## src/rtl/obj_macros.svh

```systemverilog
//######################################
// Object engine sizes
// Table, line buffer and ROM dimensions
//######################################
`ifndef OBJ_MACROS_SVH
`define OBJ_MACROS_SVH

// Entries in one table bank
`define OBJ_ENTRIES 128

// 16-bit words per entry
`define OBJ_WORDS 4

// Pixels in one line buffer half
`define OBJ_LINE_W 512

// ROM word address width, one 32-bit word per 8-pixel group
`define OBJ_ROM_AW 18

`endif

```

## src/rtl/obj_pkg.sv

```systemverilog
//######################################
// Object engine types
// Table entry, draw command, pixel, FSMs
//######################################
`include "obj_macros.svh"

package obj_pkg;

    // One table entry as read by the scanner, word 0 in the low bits
    typedef struct packed {
        // Word 3
        logic [15:0] offset;
        // Word 2
        logic [3:0]  rsv2;
        logic [2:0]  width;     // 8-pixel groups, 0 acts as 1
        logic [1:0]  bank;
        logic [6:0]  pal;
        // Word 1
        logic        last;      // End of table marker
        logic [2:0]  rsv1;
        logic [1:0]  prio;
        logic        hflip;
        logic [8:0]  xpos;
        // Word 0
        logic [6:0]  height;
        logic [8:0]  top;
    } obj_entry_t;

    // Scanner to drawer
    typedef struct packed {
        logic [8:0]             xpos;
        logic                   hflip;
        logic [1:0]             prio;
        logic [6:0]             pal;
        logic [2:0]             width;  // Never 0 here
        logic [`OBJ_ROM_AW-1:0] addr;   // First group of the line
    } draw_cmd_t;

    // Line buffer pixel, colour 0 is transparent
    typedef struct packed {
        logic [1:0] prio;
        logic [6:0] pal;
        logic [3:0] colour;
    } obj_pxl_t;

    typedef enum logic [2:0] {
        S_IDLE,
        S_READ,
        S_TEST,
        S_ISSUE,
        S_DONE
    } scan_state_e;

    typedef enum logic [1:0] {
        D_IDLE,
        D_FETCH,
        D_WRITE
    } draw_state_e;

endpackage

```

## src/rtl/obj_draw.sv

```systemverilog
//######################################
// Object drawer
// ROM fetch and line buffer pixel writes
//######################################
`timescale 1ns/1ps
`include "obj_macros.svh"

module obj_draw import obj_pkg::*; (
    input  logic                   clk,
    input  logic                   rst_n,
    // Scanner
    input  logic                   dr_start,
    input  draw_cmd_t              dr_cmd,
    output logic                   dr_busy,
    // Graphics ROM
    output logic                   obj_cs,
    output logic [`OBJ_ROM_AW-1:0] obj_addr,
    input  logic                   obj_ok,
    input  logic [31:0]            obj_data,
    // Line buffer
    output logic                   buf_we,
    output logic [8:0]             buf_addr,
    output obj_pxl_t               buf_data
);

    draw_state_e state;
    draw_cmd_t   cmd;
    // Group and nibble counters form the screen offset
    logic [2:0]  grp;
    logic [2:0]  nib;
    logic [31:0] sh;
    logic [3:0]  colour;
    logic        last_grp;

    // Normal: MSB nibble first, hflip: LSB nibble first
    assign colour   = cmd.hflip ? sh[3:0] : sh[31:28];
    assign last_grp = grp == cmd.width - 3'd1;

    always_ff @(posedge clk) begin
        if (!rst_n) begin
            state   <= D_IDLE;
            dr_busy <= 1'b0;
            obj_cs  <= 1'b0;
            buf_we  <= 1'b0;
            grp     <= '0;
            nib     <= '0;
        end else begin
            buf_we <= 1'b0;
            case (state)
                D_IDLE: begin
                    if (dr_start) begin
                        dr_busy <= 1'b1;
                        obj_cs  <= 1'b1;
                        grp     <= '0;
                        state   <= D_FETCH;
                    end
                end
                D_FETCH: begin
                    // Hold the request until the ROM answers
                    if (obj_ok) begin
                        obj_cs <= 1'b0;
                        nib    <= '0;
                        state  <= D_WRITE;
                    end
                end
                D_WRITE: begin
                    // Transparent nibbles leave the buffer alone
                    buf_we <= colour != 4'd0;
                    nib    <= nib + 3'd1;
                    if (nib == 3'd7) begin
                        if (last_grp) begin
                            dr_busy <= 1'b0;
                            state   <= D_IDLE;
                        end else begin
                            grp    <= grp + 3'd1;
                            obj_cs <= 1'b1;
                            state  <= D_FETCH;
                        end
                    end
                end
                default: state <= D_IDLE;
            endcase
        end
    end

    always_ff @(posedge clk) begin
        case (state)
            D_IDLE: begin
                if (dr_start) begin
                    cmd <= dr_cmd;
                    // Mirrored sprites start from the rightmost group
                    obj_addr <= dr_cmd.hflip ? dr_cmd.addr + dr_cmd.width - 1'b1
                                             : dr_cmd.addr;
                end
            end
            D_FETCH: begin
                if (obj_ok) begin
                    sh <= obj_data;
                end
            end
            D_WRITE: begin
                sh <= cmd.hflip ? sh >> 4 : sh << 4;
                // Wraps at the line end
                buf_addr        <= cmd.xpos + {3'b000, grp, nib};
                buf_data.prio   <= cmd.prio;
                buf_data.pal    <= cmd.pal;
                buf_data.colour <= colour;
                if (nib == 3'd7) begin
                    obj_addr <= cmd.hflip ? obj_addr - 1'b1 : obj_addr + 1'b1;
                end
            end
            default: ;
        endcase
    end

    // ROM request stays put while waiting
    a_addr_stable: assert property (
        @(posedge clk) disable iff (!rst_n)
        obj_cs && !obj_ok |=> obj_cs && $stable(obj_addr)
    );

endmodule

```

## config.mk

```make
export PLATFORM = sky130hd
export DESIGN_NAME = obj_draw
export DESIGN_NICKNAME = d
export VERILOG_FILES = /design/src/rtl/obj_pkg.sv /design/src/rtl/obj_draw.sv
export VERILOG_INCLUDE_DIRS = /design/src /design/src/rtl
export SDC_FILE = /design/constraint.sdc
export NUM_CORES = 1
export LEC_CHECK = 0
export ABC_AREA = 1
export BUFFER_PORTS_ARGS = -buffer_cell sky130_fd_sc_hd__buf_2
export CORE_MARGIN = 4
export CORE_UTILIZATION = 51
export CTS_BUF_LIST = sky130_fd_sc_hd__clkbuf_4 sky130_fd_sc_hd__clkbuf_8 sky130_fd_sc_hd__clkbuf_16
export CTS_CLUSTER_DIAMETER = 40
export DETAILED_ROUTE_END_ITERATION = 8
export PLACE_DENSITY = 0.86
export SETUP_SLACK_MARGIN = 0.1
export SLEW_MARGIN = 10
export SYNTH_ARGS = -nofsm -noshare
export SYNTH_HDL_FRONTEND = slang
export SYNTH_SLANG_ARGS = --single-unit
```

## constraint.sdc

```tcl
create_clock -name clk -period 2.1 [get_ports clk]
set_clock_uncertainty 0.2 [all_clocks]
set_input_delay 0 -clock clk [delete_from_list [all_inputs] [get_ports clk]]
set_output_delay 0 -clock clk [all_outputs]
set_load 0.01 [all_outputs]
```

-- Yosys cells after proc, flatten, opt, wreduce, memory -nomap -nowiden
Cells that the tools add are included.
Widths: inputs -> output; s select.
- bits in registers: 105
- bits in latches: 0
- RAM bits: 0
- bits in read-only memories: 0
- input bits: 76
- output and inout port bits: 43
- word-level logic and storage cells: 75
- memories kept: 0
- add/sub/neg operators: 8
- multiply operators: 0
- divide/modulo/power cells: 0
- order comparisons: 0
- eq/ne operators: 9
- shift operators: 0
- multiplexer cells: 28
- bitwise logic cells: 0
- reduce and logical (&&, ||, !) cells: 13
- operator list (cell ; count):
    $mux 18 ; 4
    $mux 32 ; 2
    $pmux 32 s2 ; 1
    $pmux 18 s2 ; 1
    $sub 18x1->18 const B ; 2
    $add 18x1->18 const B ; 1
    $add 18x3->18 ; 1
    $mux 3 ; 4
    $pmux 3 s2 ; 2
    $ne 2x2->1 const B ; 5
    $add 9x6->9 ; 1
    $reduce_and 4->1 ; 2
    $mux 1 ; 7
    $add 3x1->3 const B ; 2
    $mux 2 ; 3
    $pmux 2 s3 ; 1
    $reduce_and 2->1 ; 3
    $reduce_and 3->1 ; 2
    $reduce_and 5->1 ; 1
    $mux 4 ; 1
    $reduce_bool 2->1 ; 2
    $reduce_bool 4->1 ; 1
    $eq 3x3->1 ; 1
    $eq 3x3->1 const B ; 1
    other kinds (7) ; 7

-- Depth between registers and ports, before layout
- depth in word-level cells: 5
- mapped depth: 15
- mapped depth without buffers: 15

-- Worst setup path after synthesis
No wires, ideal clock.
- kind: flip-flop to flip-flop
- from: register cmd[30] (netlist bit)
- to: register obj_addr[14], data pin
- setup time: 0.252 ns
- arrival: 1.723 ns
- required time: 1.648 ns
- setup slack: -0.076 ns
- stages on the path, launching flop included: 10
- path buffers: 0
- clock period less this slack: 2.176 ns
- path through: edfxtp_1 > ha_1 > nand2_1 > inv_1 > a21oi_1 > nor2_1 > nor2_1 > nand3b_1 > nand3_1 > nand2_1
- cells in the longest elaborated chain, start to end: 3
- ends and longest elaborated chain (element ; RTL line ; source):
    start, declared ; obj_draw.sv:27 ; draw_cmd_t cmd;
    start signal, assigned ; obj_draw.sv:90 ; cmd <= dr_cmd;
    $mux 18 ; obj_draw.sv:109 ; obj_addr <= cmd.hflip ? obj_addr - 1'b1 : obj_addr + 1'b1;
    $mux 18 ; obj_draw.sv:108 ; if (nib == 3'd7) begin
    $pmux 18 s2 ; obj_draw.sv:87 ; case (state)
    end signal, assigned ; obj_draw.sv:92 ; obj_addr <= dr_cmd.hflip ? dr_cmd.addr + dr_cmd.width - 1'b1
    end signal, assigned ; obj_draw.sv:109 ;
    end, declared ; obj_draw.sv:17 ; output logic [`OBJ_ROM_AW-1:0] obj_addr,
Every way passes these cells. The select of a mux whose other input is x is not followed.
A chain may end at the register's enable or synchronous reset.

-- Worst setup path in the final report
- from: register cmd[30] (netlist bit)
- to: register obj_addr[17], data pin
The elaborated chain is that of the path after synthesis.

==> reports/results.txt <==
run status: finished with violations
failing checks: negative setup slack
DR iter-0 viols: 705
initial antenna violation count: 1
total power: 6.20 mW
cell area after synthesis: 0.00674 mm^2
WL/cell: 16.9 um
Detailed Routing Iterations Pass 1: 6
Crit Path Category: reg -> reg
clock-pin slew on the worst setup and hold paths: 80 ps
Final period util: 1.11
Clk pwr share: 0.285
fin util: 0.723
gr ovfl total: 0
H-tree Lvls: 3
CP arrival: 2260 ps
DRC: 0
PortBufs: 118
Critical Path Start Type: flop
Mapped Nets: 969
Final ANT Viol Nets: 0
die extent in x: 123 um
XOR/XNOR share of the synthesized area: 0.0325
Max clock buf depth: 2
Max-slew headroom: 0.528
worst-path cell chain: buf_12, ha_2, nand2_2, nor3_1, nand2_1, nand2_1, nand2_1, nand3_1, nand2_1
Die Y: 123 um
Final min period: 2340 ps
Clock Latency Late Sink: 380 ps
Synth Area in Compound Gates: 0.100
Final Net Count: 1201
Core Rows: 41
FF+latch count, synth: 105
initial core utilization: 0.528
synth unique cells: 34
max_cap viols: 0
Crit-path slowest cell: edfxtp_1
crit-path max FO: 18
# clock sinks: 105
Max VDD drop: 0.000600 V
CTS buffer count: 9
Finished Layout Cells: 1256
root buffer cell: clkbuf_16
GRT Overall Usage: 0.258
Final setup violation count: 18
Cell Int Power: 4.13 mW
dpl cells: 1158
switching part of the total: 0.333
share of cells above drive strength 1: 0.236
number of global-route vias before repair: 6283
final instance area: 0.00924 mm^2
drt via density: 5.51
Layout area overhead: 37.1%
core area: 0.0128 mm^2
Max Clk Rate: 428 MHz
layout filler cell count: 826
Final Hold Fails: 0
worst slew pin tran: 707 ps
synth warn: 0
post-synthesis adder-cell area fraction: 0.0924
pin count of the biggest net entering global routing: 38
HP Class: in -> reg
Top FF cell, synth: edfxtp_1
asr flop ratio synth: 0
Required @ worst endpoint: 2020 ps
fin worst setup slack: -235 ps
first-pass GRT wire length: 30400 um
Gate power share: 0.298
mux share of post-synthesis cell area: 0
register share of total power: 0.416
HPWL after DPL: 12200 um
worst reg2reg setup slack: -240 ps
Lkg Pwr: 4.35 nW
TritonCTS clock tree: done
Slew Limit Fails: 0
largest family of logic cells by synthesized area: simple AND/OR/NAND/NOR gates
Seq/Total Area, Yosys: 0.451
Post-synth EDFFs: 94
Simple-Gate Fraction of Synth Area: 0.239
area of the die: 0.0151 mm^2
hold slack: 64.2 ps
Synth Area per Inst: 7.98 um^2
Gate Count Post-Synth: 845
CP most frequent cell: nand2_1
crit path capture type: flop
num ports: 119
P_sw: 2.07 mW
DR vias: 6919
Critical Path Max Stage Delay: 430 ps
Cell Area, Placed: 0.00781 mm^2
total wire length: 21300 um
setup repair after global routing missed its margin: yes
GP Congestion: 0.918
Power Density: 671 mW/mm^2
## cells in the mapped netlist, types with 2 or more instances
library cell  instances  area share
nand2_1             258        0.14
inv_1               120       0.067
edfxtp_1             94        0.42
o21ai_0              68       0.050
nor2_1               59       0.033
nand3_1              51       0.038
a21oi_1              48       0.036
ha_1                 45       0.084
xor2_1               19       0.025
buf_2                11      0.0082
dfxtp_1              11       0.033
clkbuf_1              8      0.0045
nor3_1                8      0.0059
xnor2_1               6      0.0078
nand3b_1              5      0.0056
nand4_1               4      0.0037
or2_2                 4      0.0037
fa_1                  3      0.0089
inv_2                 3      0.0017
o21ai_1               3      0.0022
a31oi_1               2      0.0019
o211ai_1              2      0.0022
o22ai_1               2      0.0019
## cells by family after synthesis
kind of cell,count (synthesis)
buf+inv,144
simple gates,393
fa+ha+maj,48
compound gates,130
flops,105
xor+xnor,25
## power groups by stage
stage / clock network (mW) / registers, mW / logic (mW)
3_3_place_gp: 0 / 2.59 / 1.42
6_report: 1.77 / 2.58 / 1.85
4_1_cts: 1.75 / 2.56 / 1.63
3_5_place_dp: 0 / 2.60 / 1.46
2_1_floorplan: 0 / 2.61 / 0.905
5_1_grt: 1.86 / 2.59 / 2.01
## cells in the final DEF, fill, tap and decap left out, types with 6 or more instances in the layout
master / netlist / routed
buf_2: 11 / 118
nor2_1: 59 / 57
nand3_1: 51 / 45
a21oi_1: 48 / 40
nand3_2: 0 / 6
clkbuf_16: 0 / 9
ha_4: 0 / 12
xor2_1: 19 / 17
o21ai_0: 68 / 65
nand2_1: 258 / 241
a21oi_2: 0 / 8
nor3_1: 8 / 8
inv_2: 3 / 7
dlygate4sd3_1: 0 / 74
buf_4: 1 / 46
inv_1: 120 / 115
nand2_2: 1 / 18
ha_1: 45 / 31
edfxtp_1: 94 / 94
dfxtp_1: 11 / 9
## through the flow
step                      TNS, ps  worst slack [ps]
after floorplan              -302             -75.7
after global placement       -776              -110
after detailed placement    -1390              -154
after CTS                    -775             -90.9
after global routing        -2970              -293
final                       -1770              -235
## sequential cells by signal (all words and copies together) (netlist names)
signal and flops:
sh 32, cmd 22, obj_addr 18, buf_data 13, buf_addr 9, grp 3
nib 3, state 2, buf_we 1, dr_busy 1, obj_cs 1
## final cells by class
cell class	instances	area, um^2	area share
Inverter	123	465	0.0504
Clock buffer	9	225	0.0244
Clock inverter	7	83.8	0.00907
Timing Repair Buffer	242	1750	0.190
Sequential cell	105	3050	0.330
Tap cell	172	215	0.0233
Multi-Input combinational cell	596	3450	0.373
Antenna cell	2	5.00	0.000542
## final timing paths
| path | depth (start not counted) | endpoint | startpoint |
|---|---|---|---|
| setup / recovery | 9 | obj_addr[17]$_DFFE_PP_ | cmd[30]$_DFFE_PP_ |
| hold / removal | 5 | obj_addr[6]$_DFFE_PP_ | dr_cmd[6] |
| setup reg to reg | 9 | obj_addr[17]$_DFFE_PP_ | cmd[30]$_DFFE_PP_ |
| hold reg to reg | 0 | buf_data[9]$_DFFE_PP_ | cmd[26]$_DFFE_PP_ |
## per-layer routing
| metal | up-vias | wire (um) | global-route usage |
|---|---|---|---|
| met5 | - | 0 | 0 |
| met3 | 85 | 1880 | 0.0613 |
| met1 | 3151 | 7990 | 0.316 |
| met4 | 0 | 844 | 0.104 |
| li1 | 3237 | - | - |
| met2 | 446 | 10600 | 0.438 |
## worst max-delay path: cells and delay by family (launching register included)
kind,cells,cell delay (ps)
adder cells (fa/ha/maj),1,410
flip-flops,1,430
buffers and inverters,1,200
AND/OR/NAND/NOR,7,830
## timing repair
item	4_1_cts	5_1_grt
gates cloned	0	0
hold endpoints to repair	82	0
endpoints found under the setup margin	16	44
resized for setup	15	52
hold buffers	74	0
pin swaps	2	4
buffers inserted	1	5
No activity file was read; power rests on OpenSTA's default activity.
