===== config.mk =====
export PLATFORM = sky130hd
export DESIGN_NAME = obj_scan
export DESIGN_NICKNAME = d
export VERILOG_FILES = /design/src/rtl/obj_pkg.sv /design/src/rtl/obj_scan.sv
export VERILOG_INCLUDE_DIRS = /design/src /design/src/rtl
export SDC_FILE = /design/constraint.sdc
export NUM_CORES = 1
export LEC_CHECK = 0
export ABC_CLOCK_PERIOD_IN_PS = 5600
export BUFFER_PORTS_ARGS = -buffer_cell sky130_fd_sc_hd__buf_4
export CAP_MARGIN = 20
export CELL_PAD_IN_SITES_DETAIL_PLACEMENT = 0
export CELL_PAD_IN_SITES_GLOBAL_PLACEMENT = 2
export CORE_AREA = 8 8 134 136
export CTS_BUF_LIST = sky130_fd_sc_hd__clkbuf_8
export CTS_CLUSTER_SIZE = 40
export DETAILED_ROUTE_END_ITERATION = 8
export DIE_AREA = 0 0 142 144
export PLACE_DENSITY_LB_ADDON = 0.25
export SETUP_SLACK_MARGIN = 0.02
export SLEW_MARGIN = 20
export SYNTH_ARGS = -nofsm -noshare
export SYNTH_HDL_FRONTEND = slang
export SYNTH_SLANG_ARGS = --single-unit

===== constraint.sdc =====
create_clock -name clk -period 5.6 [get_ports clk]
set_clock_uncertainty 0.1 [all_clocks]
set_input_delay 0.28 -clock clk [delete_from_list [all_inputs] [get_ports clk]]
set_output_delay 0.28 -clock clk [all_outputs]
set_load 0.01 [all_outputs]

===== src/rtl/obj_macros.svh =====
//######################################
// Object engine sizes
// Table, line buffer and ROM dimensions
//######################################
`ifndef OBJ_MACROS_SVH
`define OBJ_MACROS_SVH

// Entries in one table bank
`define OBJ_ENTRIES 128

// 16-bit words per entry
`define OBJ_WORDS 4

// Pixels in one line buffer half
`define OBJ_LINE_W 512

// ROM word address width, one 32-bit word per 8-pixel group
`define OBJ_ROM_AW 18

`endif


===== src/rtl/obj_pkg.sv =====
//######################################
// Object engine types
// Table entry, draw command, pixel, FSMs
//######################################
`include "obj_macros.svh"

package obj_pkg;

    // One table entry as read by the scanner, word 0 in the low bits
    typedef struct packed {
        // Word 3
        logic [15:0] offset;
        // Word 2
        logic [3:0]  rsv2;
        logic [2:0]  width;     // 8-pixel groups, 0 acts as 1
        logic [1:0]  bank;
        logic [6:0]  pal;
        // Word 1
        logic        last;      // End of table marker
        logic [2:0]  rsv1;
        logic [1:0]  prio;
        logic        hflip;
        logic [8:0]  xpos;
        // Word 0
        logic [6:0]  height;
        logic [8:0]  top;
    } obj_entry_t;

    // Scanner to drawer
    typedef struct packed {
        logic [8:0]             xpos;
        logic                   hflip;
        logic [1:0]             prio;
        logic [6:0]             pal;
        logic [2:0]             width;  // Never 0 here
        logic [`OBJ_ROM_AW-1:0] addr;   // First group of the line
    } draw_cmd_t;

    // Line buffer pixel, colour 0 is transparent
    typedef struct packed {
        logic [1:0] prio;
        logic [6:0] pal;
        logic [3:0] colour;
    } obj_pxl_t;

    typedef enum logic [2:0] {
        S_IDLE,
        S_READ,
        S_TEST,
        S_ISSUE,
        S_DONE
    } scan_state_e;

    typedef enum logic [1:0] {
        D_IDLE,
        D_FETCH,
        D_WRITE
    } draw_state_e;

endpackage


===== src/rtl/obj_scan.sv =====
//######################################
// Object scanner
// Walks the table, issues draw commands
//######################################
`timescale 1ns/1ps
`include "obj_macros.svh"

module obj_scan import obj_pkg::*; (
    input  logic        clk,
    input  logic        rst_n,
    input  logic        hstart,
    input  logic [8:0]  vrender,
    // Table read port
    output logic [8:0]  tbl_addr,
    input  logic [15:0] tbl_dout,
    // Drawer
    output logic        dr_start,
    output draw_cmd_t   dr_cmd,
    input  logic        dr_busy
);

    localparam int IW = $clog2(`OBJ_ENTRIES);
    localparam int WW = $clog2(`OBJ_WORDS);
    // Word counter value when the last word arrives
    localparam logic [WW:0] LAST_CNT = (WW+1)'(`OBJ_WORDS);
    localparam logic [IW-1:0] LAST_IDX = IW'(`OBJ_ENTRIES - 1);

    scan_state_e   state;
    logic [IW-1:0] idx;
    logic [WW:0]   cnt;
    logic [8:0]    target;
    obj_entry_t    ent;
    logic [8:0]    dy;
    logic          hit;
    logic          last_ent;
    logic [2:0]    width_n;

    // Word address runs one cycle ahead of the data
    assign tbl_addr = {idx, cnt[WW-1:0]};

    // Line inside the sprite, wraps for lines above the top
    assign dy       = target - ent.top;
    assign hit      = dy < {2'b00, ent.height};
    assign last_ent = idx == LAST_IDX;
    assign width_n  = (ent.width == 3'd0) ? 3'd1 : ent.width;

    always_ff @(posedge clk) begin
        if (!rst_n) begin
            state    <= S_IDLE;
            idx      <= '0;
            cnt      <= '0;
            target   <= '0;
            dr_start <= 1'b0;
        end else begin
            dr_start <= 1'b0;
            if (hstart) begin
                // New line, render the next one
                state  <= S_READ;
                idx    <= '0;
                cnt    <= '0;
                target <= vrender + 9'd1;
            end else begin
                case (state)
                    S_READ: begin
                        if (cnt == LAST_CNT) begin
                            cnt   <= '0;
                            state <= S_TEST;
                        end else begin
                            cnt <= cnt + 1'b1;
                        end
                    end
                    S_TEST: begin
                        if (ent.last) begin
                            state <= S_DONE;
                        end else if (hit) begin
                            state <= S_ISSUE;
                        end else if (last_ent) begin
                            state <= S_DONE;
                        end else begin
                            idx   <= idx + 1'b1;
                            state <= S_READ;
                        end
                    end
                    S_ISSUE: begin
                        // Wait for the drawer to go idle
                        if (!dr_busy) begin
                            dr_start <= 1'b1;
                            if (last_ent) begin
                                state <= S_DONE;
                            end else begin
                                idx   <= idx + 1'b1;
                                state <= S_READ;
                            end
                        end
                    end
                    default: ;
                endcase
            end
        end
    end

    // Entry words and command payload
    always_ff @(posedge clk) begin
        if (state == S_READ && cnt != '0) begin
            ent[(cnt - 1'b1) * 16 +: 16] <= tbl_dout;
        end
        if (state == S_TEST) begin
            dr_cmd.xpos  <= ent.xpos;
            dr_cmd.hflip <= ent.hflip;
            dr_cmd.prio  <= ent.prio;
            dr_cmd.pal   <= ent.pal;
            dr_cmd.width <= width_n;
            // One ROM word per group, one row of groups per line
            dr_cmd.addr  <= {ent.bank, ent.offset} + dy[6:0] * width_n;
        end
    end

    // Scanner only starts an idle drawer
    a_start_idle: assert property (
        @(posedge clk) disable iff (!rst_n)
        dr_start |-> !dr_busy
    );

endmodule


Word-level counts from Yosys, hierarchy flattened
Cells that the tools add are included.

storage, ports and cells
  bits in registers = 127
  input bits = 29
  output and inout bits = 50
  word-level logic and storage cells = 75

operators by class
  add/subtract/negate cells = 7
  $mul = 1
  magnitude comparators = 1
  equal/unequal tests = 11
  shift-type cells = 2
  multiplexer cells = 16
  bitwise gates (word level) = 2
  reduce and logical (&&, ||, !) cells = 11

operators by type and width
  operator                                                count
  bitwise mux 64 bit                                      1
  variable shift 16 x 34 -> 64 bit, first input constant  1
  variable part select 16 x 34 -> 64 bit                  1
  negation 32 -> 34 bit                                   1
  two-way mux 7 bit                                       4
  two-way mux 3 bit                                       7
  adder 18 x 10 -> 18 bit                                 1
  one-hot mux 7 bit (2 select lines)                      1
  multiplier 7 x 3 -> 10 bit                              1
  adder 9 x 1 -> 9 bit, second input constant             1
  < comparator 9 x 7 -> 1 bit                             1
  one-hot mux 3 bit (3 select lines)                      1
  subtractor 9 bit                                        1
  != test 2 bit, second input constant                    4
  adder 7 x 1 -> 7 bit, second input constant             1
  equality test 7 bit, second input constant              1
  equality test 3 x 2 -> 1 bit, second input constant     2
  != test 3 bit, second input constant                    2
  AND reduction 3 bit                                     2
  nonzero test 3 bit                                      2
  AND reduction 4 bit                                     1
  nonzero test 4 bit                                      1
  subtractor 3 x 1 -> 4 bit, second input constant        1
  adder 3 x 1 -> 3 bit, second input constant             1
  other kinds (9)                                         11

Depth between registers and ports, before layout
Gate-level depths: netlist of run 1.

  depth after elaboration = 6
  mapped depth = 19
  mapped depth without buffers = 19

Least setup slack after synthesis of run 1
OpenSTA, ideal clock, no wires.

  path type = flip-flop to flip-flop
  start point = register target[0]
  end point = register dr_cmd[14] (netlist name), data pin
  setup time = 0.258 ns
  data arrival time = 4.074 ns
  required time = 5.242 ns
  slack = 1.168 ns
  cell stages (with the launch flop) = 19
  path buffers = 0
  clock period less this slack = 4.432 ns
  path through = dfxtp_1 inv_1 ha_1 inv_1 fa_1 a21o_2 a21oi_1 xnor2_1 nand2_1 fa_1 inv_1 fa_1 ha_1 nand2_1 o31ai_1 a2111oi_0 nor3_1 nand3_1 xnor2_1

between the ends
  cells in the longest elaborated chain, start to end = 3

RTL lines
  item                        RTL line         RTL
  start: declaration          obj_scan.sv:31   logic [8:0] target;
  start signal: assignment    obj_scan.sv:61   target <= vrender + 9'd1;
  subtractor 9 bit            obj_scan.sv:42   assign dy = target - ent.top;
  multiplier 7 x 3 -> 10 bit  obj_scan.sv:114  dr_cmd.addr <= {ent.bank, ent.offset} + dy[6:0] * width_n;
  adder 18 x 10 -> 18 bit     obj_scan.sv:114
  end: declaration            obj_scan.sv:18   output draw_cmd_t dr_cmd,

No other way between the ends.
A chain may end at the register's enable or synchronous reset.

Final worst setup path of run 1
  start point = register target[0]
  end point = register dr_cmd[16] (netlist name), data pin

The elaborated chain is that of the path after synthesis.

==> impl_metrics.csv, run 1 <==
group,metric,value,unit
critical_path,path_cells,"inv_1 > ha_1 > inv_1 > fa_1 > a211oi_2 > o21ai_1 > xor2_1 > nand2_1 > fa_1 > inv_1 > fa_1 > ha_1 > nand2_1 > o31ai_1 > a2111oi_0 > nor3_1 > nand3_1 > xnor2_1",
synthesis,ys_types,46,
cts,cts_sinks,120,
floorplan,die-height,144,µm
global_routing,use_met3,3.433,%
synthesis,ys_seq_elements,120,
cts,post_cts_buffers,0,
run,max_cap_violations,0,
sta,whs,41.93,ps
sta,rsz0062_at_grt,"false",
sta,slew_violations,0,
synthesis,synth_common_cells,"edfxtp_1 (97), and2_1 (60), inv_1 (42)",
critical_path,cp_max_fo,5,
critical_path,crit_type,"reg -> reg",
power,switching_share,26.08,%
power,p_seq_share,46.2,%
power,net-switching-power,0.0005576,W
placed_design,hpwl,9.827,mm
floorplan,initial_core_util,38.53,%
global_routing,antenna_found_initial,0,
global_routing,grt_util_all_layers,13.34,%
route,ant_nets,0,
power,pwr-share-clk,37.6,%
power,p_comb_share,16.3,%
power,power_density,286.3,nW/µm²
cts,ctsResizeCount,0,
power,p_leak,3.026,nW
critical_path,crit_buf_inv,3,
synthesis,async_flop_share,0,%
run_status,status,"completed",
cells_and_area,fill_cells,1506,
placed_design,io_buffers,78,
global_routing,grt_max_degree,30,
synthesis,synth_edf_count,97,
critical_path,cp_data_required_time,5680,ps
synthesis,ys_warn_count,0,
synthesis,synth_top_area_cell,"edfxtp_1",
critical_path,worst_setup_path_start_kind,"flip-flop",
synthesis,syn_inst,521,
cells_and_area,multi_input_area,2618,µm²
synthesis,netlist.area_leader.share,47.09,%
global_routing,grtUsageMet1,14.97,%
route,drtIter0Drc,156,
floorplan,core_area,16050,µm²
global_routing,grt_pass1_wl,20.67,mm
route,drc,0,
sta,tightest_slew,958.4,ps
sta,slew_headroom,35.97,%
critical_path,crit_path_end_kind,"flip-flop",
synthesis,syn_nets,602,
floorplan,num_rows,47,
cts,clk_path_buf_depth,2,
global_routing,grt_overflow,0,
power,ir_worst_vdd,0.1297,mV
route,vias_per_cell,4.761,
sta,fin_tns_setup,0,ps
route,wire_per_inst,15.37,µm
sta,setup_viol_count_final,0,
power,power.internal,0.001580,W
cts,clkTransAtPathRegs,70,ps
synthesis,yosysMostFrequentCell,"edfxtp_1",
critical_path,slowest_delay,510,ps
critical_path,cp_top_family,"adder cells",
cts,clk_latency,430,ps
cts,cts_tree,"built",
floorplan,ios,79,
cells_and_area,drive_gt1_share,20.10,%
sta,final-hold-violation-count,0,
synthesis,syn-cell-area,6186,µm²
cts,numCtsBuffers,17,
hold_path,hp-class,"in -> reg",
synthesis,synth-seq-area-share,54.53,%
cells_and_area,seq_area,3373,µm²
route,firstDrtPassIters,6,
sta,post-route-period-util,87.24,%
critical_path,slowest_stage,"fa_1",
global_routing,grt_util_met2,23.71,%
floorplan,die-area,20450,µm²
sta,final.min_clock_period,4885,ps
cells_and_area,area_growth,20.71,%
critical_path,worstPathArrival,4970,ps
cts,root_buffer,"clkbuf_8",
route,via_count,4009,
cells_and_area,antenna_cells,0,
synthesis,avgSynthCellArea,11.87,µm²
global_routing,grt_pass1_vias,4097,
synthesis,ys.flop_type,"edfxtp_1",
global_routing,grt.busiest_layer,"met2",
floorplan,die_w,142,µm
route,drt-total-wl,12.94,mm
cts,cts_hold_buf,0,
sta,fmax,204.7,MHz
placed_design,gp_congestion,0.7774,
synthesis,synth_area_leaders,"edfxtp_1 (47%), ha_1 (7.7%), dfxtp_1 (7.4%)",
cells_and_area,fin_nets,690,
cts,htree_levels,4,
## layout by cell type, fill, tap and decap left out, types with 3 or more instances in the layout
master	synthesis	routed
bufinv_16	0	3
o211a_1	8	8
nand2b_1	17	17
clkbuf_8	0	17
nand3_1	21	21
and2_1	60	60
nor2b_2	1	3
o21bai_1	4	4
nor2_1	12	11
xor2_1	12	12
inv_6	0	4
or3_1	3	3
nand4_1	6	6
o21ai_0	11	11
xnor2_1	16	16
dfxtp_1	23	23
a21o_1	7	7
fa_1	14	14
a21oi_1	25	25
nor2b_1	7	5
buf_4	2	82
inv_1	42	42
and3_1	8	8
nand2_1	38	38
nor3_1	7	5
edfxtp_1	97	97
ha_1	38	38
mux2i_1	9	9
clkinv_1	0	3
## state kept, by name (all words and copies together) (netlist names)
register / cells
dr_start: 1
dr_cmd: 40
state: 3
target: 9
ent: 57
cnt: 3
idx: 7
## worst reg2reg max path, cell delays in order (launching register included)
cell and delay (ps):
dfxtp_1 310, inv_1 50, ha_1 170, inv_1 60, fa_1 430, a211oi_2 210, o21ai_1 150, xor2_1 310
nand2_1 120, fa_1 510, inv_1 50, fa_1 450, ha_1 380, nand2_1 70, o31ai_1 310, a2111oi_0 170
nor3_1 460, nand3_1 170, xnor2_1 160
## per-stage QoR
stage	util (%)	cells	cell area, µm²	total power (W)	setup slack [ps]
finish	46.51	842	7467	0.002138	714.7
global route	46.51	842	7467	0.002253	368.2
CTS	46.45	842	7457	0.002171	680.7
detailed placement	43.91	810	7049	0.001361	685.9
global placement	43.78	809	7029	0.001354	766.5
floorplan	-	521	6186	0.001274	1168
## power groups by stage
stage               Sequential (W)  Combinational [W]  Clock [W]
finish                    0.000987           0.000348   0.000803
global route              0.000987           0.000404   0.000861
CTS                       0.000987           0.000356   0.000828
detailed placement         0.00101           0.000354          0
global placement           0.00101           0.000347          0
floorplan                  0.00100           0.000269          0
## layout make-up
class / count / share of cell area (%)
clock buffers: 17 / 3.133
clock inverters: 15 / 2.329
inverters: 42 / 2.111
multi-input cells: 345 / 35.05
flip-flops and latches: 120 / 45.17
well taps: 220 / 3.686
repair buffers: 83 / 8.512
## final timing paths
| check | startpoint | to | slack [ps] | depth (start not counted) |
|---|---|---|---|---|
| worst min-delay path | vrender[0] | target[0] | 40 | 3 |
| worst max register to register | target[0] | dr_cmd[16] | 710 | 18 |
| worst max-delay path | target[0] | dr_cmd[16] | 710 | 18 |
| worst min register to register | ent[18] | dr_cmd[33] | 310 | 0 |
## per-layer routing
metal  up-vias  part of all wire, %
met2        65                   52
met3        18                  3.2
met1      1925                   43
met4         0                  1.4
li1       2001                    -
met5         -                    0
## cells by family after synthesis
group | after synthesis | synth area share [%]
multiplexers | 9 | 1.456
AO/OA/AOI/OAI | 73 | 8.212
adder cells (fa/ha/maj) | 52 | 12.22
flip-flops | 120 | 54.53
XOR/XNOR | 28 | 3.964
AND/OR/NAND/NOR | 183 | 16.10
buffers and inverters | 56 | 3.519
Note: power is estimated with default switching activity, not from simulation.
==> run 2: changes to the inputs <==
- CORE_AREA: 8 8 134 136 -> 8 8 153 155
- DIE_AREA: 0 0 142 144 -> 0 0 161 163
- PLACE_DENSITY: default -> 0.66
- PLACE_DENSITY_LB_ADDON: 0.25 -> default
==> run 2 against run 1 <==
  * Sequential power hardly changed
  * Non-clock buffer count increased by 1
  * Global-route usage is 2.3 points lower
  * Flip-flop and latch count did not move
  * Via count decreased by 1.1%
  * Routed wire length is 8.8% higher
  * Critical path depth did not move
  * Largest cell class unchanged
  * Critical endpoint is now dr_cmd[14]
  * Utilization is 10 points lower
  * Hold slack got worse by 4.7 ps
  * Clock power decreased by 4.1%
==> impl_metrics.csv, run 2 (same netlist as run 1, synthesis figures left out) <==
group,metric,value,unit
cts,htree_levels,4,
global_routing,grt_util_all_layers,11.05,%
cts,clk_latency,430,ps
floorplan,die-area,26240,µm²
global_routing,grt.busiest_layer,"met2",
placed_design,io_buffers,78,
global_routing,grtUsageMet1,12.26,%
global_routing,grt_pass1_vias,4220,
floorplan,initial_core_util,29.71,%
placed_design,gp_congestion,0.7689,
cts,cts_tree,"built",
floorplan,num_rows,53,
run,max_cap_violations,0,
cells_and_area,regMostFlops,"ent",
critical_path,worst_setup_path_start_kind,"flip-flop",
cells_and_area,layout_commonest_cell,"edfxtp_1",
route,vias_per_cell,4.415,
route,firstDrtPassIters,4,
sta,worst_slack,651.0,ps
cells_and_area,antenna_cells,0,
sta,post-route-period-util,88.38,%
placed_design,hpwl,10.38,mm
sta,slew_violations,0,
cts,clk_path_buf_depth,2,
cells_and_area,postLayoutCoreUtil,36.07,%
floorplan,ios,79,
cells_and_area,largest_reg_flops,57,
cts,post_cts_buffers,0,
route,ant_nets,0,
power,power_density,280.7,nW/µm²
cells_and_area,multi_input_area,2615,µm²
cts,numCtsBuffers,17,
run_status,status,"completed",
sta,final.min_clock_period,4949,ps
critical_path,slowest_stage,"fa_1",
sta,tightest_slew,943.0,ps
global_routing,grt_pass1_wl,22.26,mm
floorplan,die-height,163,µm
cells_and_area,fill_cells,2089,
sta,slew_headroom,36.85,%
floorplan,core_area,20820,µm²
critical_path,cp_data_required_time,5690,ps
cells_and_area,drive_gt1_share,20.39,%
critical_path,cp_max_fo,5,
sta,final-hold-violation-count,0,
critical_path,crit_path_end_kind,"flip-flop",
route,drc,0,
power,p_leak,3.033,nW
global_routing,use_met3,3.438,%
critical_path,path_cells,"inv_1 > ha_1 > inv_1 > fa_1 > a211oi_2 > o21ai_1 > xor2_1 > nand2_1 > fa_1 > inv_1 > fa_1 > ha_1 > nand2_1 > o31ai_1 > a2111oi_0 > nor3_1 > nand3_1 > xnor2_1",
cells_and_area,reg.largest.list,"ent: 57 flops, dr_cmd: 40 flops, target: 9 flops",
placed_design,place_ws,709.3,ps
sta,setup_viol_count_final,0,
cells_and_area,seq_area,3373,µm²
sta,rsz0062_at_grt,"false",
route,drtIter0Drc,149,
critical_path,worstPathArrival,5030,ps
sta,whs,37.27,ps
cts,root_buffer,"clkbuf_8",
cells_and_area,area_growth,21.42,%
route,wire_per_inst,15.68,µm
global_routing,grt_max_degree,41,
sta,fmax,202.1,MHz
cells_and_area,final_cell_mix,"edfxtp_1 (97), buf_4 (84), and2_1 (60)",
cts,cts_sinks,120,
cts,clkTransAtPathRegs,70,ps
critical_path,crit_type,"reg -> reg",
sta,fin_tns_setup,0,ps
hold_path,hp-class,"in -> reg",
cts,ctsResizeCount,0,
floorplan,die_w,161,µm
cells_and_area,fin_nets,691,
cts,cts_hold_buf,0,
global_routing,antenna_found_initial,1,
global_routing,grt_util_met2,19.92,%
route,via_count,3965,
global_routing,grt_overflow,0,
power,ir_worst_vdd,0.1254,mV
critical_path,slowest_delay,510,ps
route,drt-total-wl,14.08,mm
run 2: where the power goes:
group | switching (W) | internal [W]
Combinational | 0.000193 | 0.000159
Clock | 0.000354 | 0.000416
Sequential | 0.00000621 | 0.000981
run 2: critical path, delay by kind of cell (launching register included):
kind,cells,cell delay [ps]
adder cells (fa/ha/maj),5,1950
AND/OR/NAND/NOR,4,870
XOR/XNOR,2,500
flip-flops,1,310
AO/OA/AOI/OAI,4,790
buffers and inverters,3,160
run 2: worst paths after layout:
kind / from / endpoint / slack [ps] / depth (start not counted)
setup reg to reg: target[0] / dr_cmd[14] / 650 / 18
hold reg to reg: ent[21] / dr_cmd[36] / 310 / 0
hold / removal: vrender[0] / target[0] / 40 / 3
setup / recovery: target[0] / dr_cmd[14] / 650 / 18
run 2: per-stage QoR:
stage	std cells	total power, W	instance area, µm²
6_report	898	0.002109	7511
5_1_grt	898	0.002235	7511
4_1_cts	898	0.002144	7506
3_5_place_dp	866	0.001361	7116
3_3_place_gp	866	0.001357	7116
2_1_floorplan	521	0.001274	6186
run 2: cell type report:
type | count | share of cell area, %
Timing Repair Buffer | 84 | 8.396
Clock inverter | 13 | 1.716
Clock buffer | 19 | 3.482
Sequential cell | 120 | 44.91
Multi-Input combinational cell | 345 | 34.82
Tap cell | 275 | 4.581
Inverter | 42 | 2.099
run 2: per-layer routing:
metal / part of all wire, % / vias to the layer above
met5: 0 / -
met4: 0.88 / 0
met3: 5.2 / 10
met2: 53 / 65
met1: 41 / 1889
li1: - / 2001
